`src/hdl/barrierPkg.sv`:
```
`default_nettype none

package barrierPkg;

    ////////////////////
    // Basic types
    ////////////////////

    // Screen coordinate, covers up to 2047
    typedef logic [10:0] coordT;
    // Block health, 0 means destroyed
    typedef logic [1:0] healthT;
    // Pixel colour
    typedef logic [7:0] rgbT;

    ////////////////////
    // Field geometry
    ////////////////////

    // Blocks per barrier
    localparam int blockColCount = 4;
    localparam int blockRowCount = 4;
    // 8 pixel square blocks
    localparam int blockSizeLog2 = 3;

    // Barrier footprint in pixels, 32 by 32
    localparam int barrierWidth = blockColCount << blockSizeLog2;
    localparam int barrierHeight = blockRowCount << blockSizeLog2;

    // Placement on screen
    localparam int barrierLeft0 = 128;
    localparam int barrierPitch = 192;
    localparam int barrierTopY = 384;

    ////////////////////
    // Health and colour
    ////////////////////

    localparam int healthFull = 3;
    // Health lands in bits 5:4, base pattern in 3:0
    localparam int rgbHealthPos = 4;
    localparam int rgbBase = 8;

    // Width of a barrier index, never below one bit
    function automatic int idxWidth(input int count);
        return (count > 1) ? $clog2(count) : 1;
    endfunction

endpackage

`default_nettype wire

```
`src/hdl/blockAddrIf.sv`:
```
`timescale 1ns/10ps
`default_nettype none

// Located block for one screen point
interface blockAddrIf import barrierPkg::*; #(
    parameter int numBarriers = 4
);

    // Point lies on an existing barrier footprint
    logic inBarrier;
    // Which barrier, counted from the left
    logic [idxWidth(numBarriers)-1:0] barrierIdx;
    // Block position inside the barrier
    logic [1:0] blockCol;
    logic [1:0] blockRow;

    // Coordinate decoder side
    modport locator (output inBarrier, output barrierIdx, output blockCol, output blockRow);

    // Health storage side
    modport field (input inBarrier, input barrierIdx, input blockCol, input blockRow);

endinterface

`default_nettype wire

```
`src/hdl/barrierLocator.sv`:
```
`timescale 1ns/10ps
`default_nettype none

// Coordinate to barrier block decoder, purely combinational
module barrierLocator import barrierPkg::*; #(
    parameter int numBarriers = 4
) (
    input coordT xCoord,
    input coordT yCoord,
    blockAddrIf.locator addr
);

    localparam int idxW = idxWidth(numBarriers);

    // Offsets from the field origin
    coordT xOff;
    coordT yOff;
    // Barrier number and position inside its pitch slot
    coordT barrierNum;
    coordT slotX;
    // Range checks
    logic xInRange;
    logic yInRange;

    ////////////////////
    // Horizontal
    ////////////////////

    always_comb begin
        xOff = xCoord - coordT'(barrierLeft0);
        // Constant divisor, pitch is not a power of two
        barrierNum = xOff / coordT'(barrierPitch);
        slotX = xOff % coordT'(barrierPitch);
        // Left of barrier 0 would wrap, so check the raw coordinate
        xInRange = (xCoord >= coordT'(barrierLeft0))
            && (slotX < coordT'(barrierWidth))
            && (barrierNum < coordT'(numBarriers));
    end

    ////////////////////
    // Vertical
    ////////////////////

    always_comb begin
        yOff = yCoord - coordT'(barrierTopY);
        // All barriers share one row
        yInRange = (yCoord >= coordT'(barrierTopY)) && (yOff < coordT'(barrierHeight));
    end

    // Drive the located address
    always_comb begin
        addr.inBarrier = xInRange && yInRange;
        addr.barrierIdx = barrierNum[idxW-1:0];
        // Block index is the offset in block units
        addr.blockCol = slotX[blockSizeLog2 +: 2];
        addr.blockRow = yOff[blockSizeLog2 +: 2];
    end

endmodule

`default_nettype wire

```
`src/hdl/barrierField.sv`:
```
`timescale 1ns/10ps
`default_nettype none

// Block health store for all barriers
// Pixel lookup and laser damage, one cycle of latency
module barrierField import barrierPkg::*; #(
    parameter int numBarriers = 4
) (
    input logic clk,
    input logic rstN,
    input logic [1:0] mode,
    blockAddrIf.field pixAddr,
    blockAddrIf.field laserAddr,
    output logic isBarrier,
    output rgbT rgb,
    output logic laserHit
);

    // Health per barrier, column, row
    healthT health [numBarriers][blockColCount][blockRowCount];

    // Restore in the two lowest modes
    logic restore;

    // Current health under the pixel and under the laser
    healthT pixHealth;
    healthT laserHealth;
    logic pixLive;
    logic laserLive;

    // Arch opening test, true for blocks that start empty
    function automatic logic isOpen(input int col, input int row);
        logic edgeCol;
        logic midCol;
        edgeCol = (col == 0) || (col == blockColCount - 1);
        midCol = (col == 1) || (col == 2);
        return (edgeCol && (row == blockRowCount - 1)) || (midCol && (row >= 2));
    endfunction

    // Starting health of one block
    function automatic healthT startHealth(input int col, input int row);
        return isOpen(col, row) ? healthT'(0) : healthT'(healthFull);
    endfunction

    assign restore = (mode == 2'd0) || (mode == 2'd1);

    ////////////////////
    // Lookups
    ////////////////////

    // Both reads see the stored value, damage lands at the edge
    assign pixHealth = health[pixAddr.barrierIdx][pixAddr.blockCol][pixAddr.blockRow];
    assign laserHealth = health[laserAddr.barrierIdx][laserAddr.blockCol][laserAddr.blockRow];

    // Live means on a footprint and not yet destroyed
    assign pixLive = pixAddr.inBarrier && (pixHealth != '0);
    assign laserLive = laserAddr.inBarrier && (laserHealth != '0);

    ////////////////////
    // Health update
    ////////////////////

    always_ff @(posedge clk) begin
        if (!rstN || restore) begin
            // Rebuild the arch pattern on every barrier
            for (int b = 0; b < numBarriers; b++) begin
                for (int c = 0; c < blockColCount; c++) begin
                    for (int r = 0; r < blockRowCount; r++) begin
                        health[b][c][r] <= startHealth(c, r);
                    end
                end
            end
        end else if (laserLive) begin
            // One point of damage per cycle
            health[laserAddr.barrierIdx][laserAddr.blockCol][laserAddr.blockRow]
                <= laserHealth - healthT'(1);
        end
    end

    ////////////////////
    // Registered outputs
    ////////////////////

    always_ff @(posedge clk) begin
        if (!rstN || restore) begin
            // Quiet while the field is rebuilt
            isBarrier <= 1'b0;
            rgb <= '0;
            laserHit <= 1'b0;
        end else begin
            isBarrier <= pixLive;
            // Health shows up in the colour, off blocks stay black
            if (pixLive) begin
                rgb <= rgbT'(rgbBase) | (rgbT'(pixHealth) << rgbHealthPos);
            end else begin
                rgb <= '0;
            end
            // Hit only when a block actually took damage
            laserHit <= laserLive;
        end
    end

endmodule

`default_nettype wire

```
`src/hdl/barrierTop.sv`:
```
`timescale 1ns/10ps
`default_nettype none

// Barrier field top level
// Pixel and laser coordinates in, registered pixel and hit out
module barrierTop import barrierPkg::*; #(
    parameter int numBarriers = 4
) (
    input logic clk,
    input logic rstN,
    input logic [1:0] mode,
    input coordT pixX,
    input coordT pixY,
    input coordT laserX,
    input coordT laserY,
    output logic isBarrier,
    output rgbT rgb,
    output logic laserHit
);

    ////////////////////
    // Located addresses
    ////////////////////

    // Block under the current display pixel
    blockAddrIf #(.numBarriers(numBarriers)) pixAddr ();
    // Block under the player laser
    blockAddrIf #(.numBarriers(numBarriers)) laserAddr ();

    barrierLocator #(.numBarriers(numBarriers)) pixLocator (
        .xCoord(pixX),
        .yCoord(pixY),
        .addr(pixAddr)
    );

    barrierLocator #(.numBarriers(numBarriers)) laserLocator (
        .xCoord(laserX),
        .yCoord(laserY),
        .addr(laserAddr)
    );

    ////////////////////
    // Health store
    ////////////////////

    barrierField #(.numBarriers(numBarriers)) field (
        .clk(clk),
        .rstN(rstN),
        .mode(mode),
        .pixAddr(pixAddr),
        .laserAddr(laserAddr),
        .isBarrier(isBarrier),
        .rgb(rgb),
        .laserHit(laserHit)
    );

endmodule

`default_nettype wire

```
`config.mk`:
```
export PLATFORM = sky130hd
export DESIGN_NAME = barrierTop
export DESIGN_NICKNAME = d
export VERILOG_FILES = /design/src/hdl/barrierPkg.sv /design/src/hdl/blockAddrIf.sv /design/src/hdl/barrierLocator.sv /design/src/hdl/barrierField.sv /design/src/hdl/barrierTop.sv
export SDC_FILE = /design/constraint.sdc
export NUM_CORES = 1
export LEC_CHECK = 0
export BUFFER_PORTS_ARGS = -buffer_cell sky130_fd_sc_hd__buf_2
export CORE_UTILIZATION = 50
export DETAILED_ROUTE_END_ITERATION = 6
export PLACE_DENSITY = 0.68
export SETUP_SLACK_MARGIN = 0.4
export SYNTH_ARGS = -nofsm -noshare
export SYNTH_HDL_FRONTEND = slang
export SYNTH_SLANG_ARGS = --single-unit
```
`constraint.sdc`:
```
create_clock -name clk -period 12.8 [get_ports clk]
set_input_delay 1.28 -clock clk [delete_from_list [all_inputs] [get_ports clk]]
set_output_delay 1.28 -clock clk [all_outputs]
set_load 0.01 [all_outputs]
```
==> impl_metrics.env <==
export IMPL_run_status="finished with violations"
export IMPL_failed_checks="DRC"
export IMPL_final_common_cell="sky130_fd_sc_hd__edfxtp_1"
export IMPL_finalWirelength_mm=25.48
export IMPL_setup_ws_ps=5272
export IMPL_pin_count=58
export IMPL_cts_hold_buf=0
export IMPL_timing_clock_skew_ps=7.506
export IMPL_via_count_of_the_first_global_routing_pass=7038
export IMPL_multiInputGateArea_um2=4751
export IMPL_clk_pin_slew_ps=60
export IMPL_final_cell_mix="sky130_fd_sc_hd__edfxtp_1, sky130_fd_sc_hd__o21ai_0, sky130_fd_sc_hd__mux2i_1"
export IMPL_maxCapViolCount=0
export IMPL_detailedPlacementHpwl_mm=16.36
export IMPL_power_density_cell_area_nw_per_um2=122.4
export IMPL_fill_cells=1565
export IMPL_synth_edf_count=128
export IMPL_p_leak_nw=3.225
export IMPL_crit_path_start_kind="input pin"
export IMPL_global_route_wire_length_before_repair_mm=39.19
export IMPL_area_delta_synth_final_pct=7.347
export IMPL_timing_final_hold_violations=0
export IMPL_number_of_remaining_drc_errors=1
export IMPL_biggest_fanout_along_the_worst_timing_path=60
export IMPL_max_slew_margin_rel_pct=19.37
export IMPL_tritoncts_num_buffers=17
export IMPL_report_final_setup_viol=0
export IMPL_root_buffer="sky130_fd_sc_hd__clkbuf_16"
export IMPL_hold_slack_ps=888.7
export IMPL_yosysWarnings=0
export IMPL_maximum_number_of_pins_on_one_net_before_global_route_repair=67
export IMPL_first_pass_iters=7
export IMPL_globalRoute_totalOverflow=0
export IMPL_cp_arrival_ps=7620
export IMPL_antenna_cells_inserted=0
export IMPL_buffer_ports_inserted=45
export IMPL_clock_sinks=132
export IMPL_row_count=49
export IMPL_min_delay_path_depth=5
export IMPL_syn_avg_cell_area_um2=9.977
export IMPL_mapped_area_um2=9179
export IMPL_timing_reg2reg_setup_slack_ps=8290
export IMPL_placeableCoreArea_um2=17960
export IMPL_residual_antenna_violating_net_count_after_detailed_routing=0
export IMPL_die_w_um=137.5
export IMPL_vdd_ir_drop_worst_mv=0.09729
export IMPL_clock_period_minus_final_worst_setup_slack_ps=7528
export IMPL_drive_above_1_share_pct=16.45
export IMPL_ctsLongestPathBuffers=2
export IMPL_post_cts_repair_setup_buffers=0
export IMPL_clock_tree_from_tritoncts="done"
export IMPL_number_of_levels_the_h_tree_was_split_into=4
export IMPL_final_max_slew_viol_count=0
export IMPL_syn_inst=920
export IMPL_post_synth_num_cell_types=77
export IMPL_dpl_cell_area_um2=9325
export IMPL_rsz0062_at_grt="no"
export IMPL_finalInstanceArea_um2=9853
export IMPL_category_of_the_worst_setup_path_capture_point="register"
export IMPL_avgRoutedWirePerCell_um=22.21
export IMPL_initial_utilization_pct=51.10
export IMPL_nNetsFinal=960
export IMPL_grt_util_all_layers_pct=28.06
export IMPL_synth_seq_area_share_pct=42.75
export IMPL_yosys_register_bits=132
export IMPL_postSynth_asyncResetShare_pct=0
export IMPL_min_delay_path_class="reg2reg"
export IMPL_synth_top_flop_cell="sky130_fd_sc_hd__edfxtp_1"
export IMPL_finalCritPeriodShare_pct=58.81
export IMPL_viasPerCell=6.619
export IMPL_preCtsSetupSlack_ps=4958
export IMPL_clock_latency_ps=440
export IMPL_timing_setup_tns_ps=0
export IMPL_tightest_slew_ps=1205
export IMPL_max_clock_freq_ghz=0.1328
export IMPL_die_area_um2=18900
export IMPL_worst_setup_path_type="in2reg"
export IMPL_dr_first_iter_drc_count=921
export IMPL_number_of_antenna_violations_at_the_first_check_in_global_routing=0
export IMPL_critical_path_required_ps=12890
export IMPL_seq_area_um2=3924
export IMPL_routed_via_count=7592
export IMPL_worst_r2r_path_depth=15
export IMPL_cts_resized=0
export IMPL_routabilityCongestion=0.8858
export IMPL_floorplan_die_height_um=137.5
-- logic make-up after synthesis --
family | share of synthesized area, %
multiplexers | 16.83
AO/OA/AOI/OAI | 13.52
other | 0.04085
AND/OR/NAND/NOR | 18.96
adder cells (fa/ha/maj) | 0.9542
flip-flops | 42.75
buffers and inverters | 5.998
XOR/XNOR | 0.9405
-- report_power, final --
group / switching [mW] / internal (mW) / total [mW]
Sequential: 0.00397 / 0.479 / 0.483
Combinational: 0.197 / 0.0853 / 0.282
Clock: 0.191 / 0.250 / 0.441
Total: 0.392 / 0.814 / 1.21
-- registers in the layout, indices dropped and copies added, names as in the netlist --
name,cells
field.health,128
field.laserHit,1
field.rgb,3
-- metrics by stage --
| stage | util [%] | std cells | total power, mW |
|---|---|---|---|
| after floorplan | - | 924 | 0.7041 |
| after global placement | 51.91 | 1115 | 0.7660 |
| after detailed placement | 51.91 | 1115 | 0.7685 |
| after CTS | 54.85 | 1147 | 1.200 |
| after global routing | 54.85 | 1147 | 1.242 |
| final | 54.85 | 1147 | 1.206 |
-- cell type report --
| cell class | count | area share (%) |
|---|---|---|
| multi-input combinational | 684 | 48.22 |
| sequential | 132 | 39.82 |
| tap | 229 | 2.908 |
| clock buffer | 19 | 4.495 |
| inverter | 13 | 0.4952 |
| timing repair buffer | 57 | 3.200 |
| clock inverter | 13 | 0.8635 |
-- worst max-delay path: stages --
cell                       delay [ps]
sky130_fd_sc_hd__buf_2            300
sky130_fd_sc_hd__inv_1            150
sky130_fd_sc_hd__ha_1             530
sky130_fd_sc_hd__nand2b_1         240
sky130_fd_sc_hd__a22oi_1          160
sky130_fd_sc_hd__o21ai_1          120
sky130_fd_sc_hd__o311ai_4          70
sky130_fd_sc_hd__buf_4            770
sky130_fd_sc_hd__mux2i_1          230
sky130_fd_sc_hd__mux4_2           520
sky130_fd_sc_hd__o21ai_0          260
sky130_fd_sc_hd__o22a_1           230
sky130_fd_sc_hd__o221ai_1         130
sky130_fd_sc_hd__ha_1             250
sky130_fd_sc_hd__nor4b_1          300
sky130_fd_sc_hd__nand3_1          130
sky130_fd_sc_hd__a21oi_1          160
sky130_fd_sc_hd__nand2_1           90
sky130_fd_sc_hd__a211oi_2         230
sky130_fd_sc_hd__buf_4            300
sky130_fd_sc_hd__and2_1           390
sky130_fd_sc_hd__nand2_1          300
sky130_fd_sc_hd__o21ai_0          430
-- path summary, 6_finish.rpt --
path / startpoint / end
max: laserX[7] / field.health[3][21]
min reg2reg: field.health[3][22] / field.rgb[4]
min: field.health[3][22] / field.rgb[4]
max reg2reg: field.health[1][15] / field.health[3][21]
-- synth_stat cells, types with 3 or more instances --
cell type	n	area, um^2
sky130_fd_sc_hd__a211oi_1	6	45.04
sky130_fd_sc_hd__a21oi_1	8	40.04
sky130_fd_sc_hd__a22oi_1	3	22.52
sky130_fd_sc_hd__a311oi_1	5	43.79
sky130_fd_sc_hd__a31oi_1	6	37.54
sky130_fd_sc_hd__and2_1	9	56.30
sky130_fd_sc_hd__and3_1	9	56.30
sky130_fd_sc_hd__buf_2	15	75.07
sky130_fd_sc_hd__buf_4	17	127.6
sky130_fd_sc_hd__buf_6	4	45.04
sky130_fd_sc_hd__clkbuf_1	55	206.5
sky130_fd_sc_hd__dfxtp_1	4	80.08
sky130_fd_sc_hd__edfxtp_1	128	3844
sky130_fd_sc_hd__ha_1	7	87.58
sky130_fd_sc_hd__inv_1	13	48.80
sky130_fd_sc_hd__mux2_2	9	101.4
sky130_fd_sc_hd__mux2i_1	97	970.9
sky130_fd_sc_hd__mux4_2	20	450.4
sky130_fd_sc_hd__nand2_1	91	341.6
sky130_fd_sc_hd__nand2b_1	12	75.07
sky130_fd_sc_hd__nand3_1	41	205.2
sky130_fd_sc_hd__nand4_1	7	43.79
sky130_fd_sc_hd__nor2_1	76	285.3
sky130_fd_sc_hd__nor2b_1	9	56.30
sky130_fd_sc_hd__nor3_1	32	160.2
sky130_fd_sc_hd__nor4_1	8	50.05
sky130_fd_sc_hd__nor4_2	19	237.7
sky130_fd_sc_hd__nor4b_1	3	26.28
sky130_fd_sc_hd__o2111ai_1	5	43.79
sky130_fd_sc_hd__o211ai_1	5	37.54
sky130_fd_sc_hd__o21ai_0	125	625.6
sky130_fd_sc_hd__o21ai_1	4	20.02
sky130_fd_sc_hd__o31ai_1	3	22.52
sky130_fd_sc_hd__xnor2_1	4	35.03
sky130_fd_sc_hd__xor2_1	4	35.03
-- routing by layer --
layer / GRT usage, % / vias up / share of wire [%]
met5: 0 / - / 0
met4: 13.92 / 0 / 3.5
met3: 5.261 / 63 / 8.6
met2: 44.78 / 409 / 47
met1: 36.49 / 3694 / 40
li1: - / 3426 / -
(Power assumes the default switching activity.)
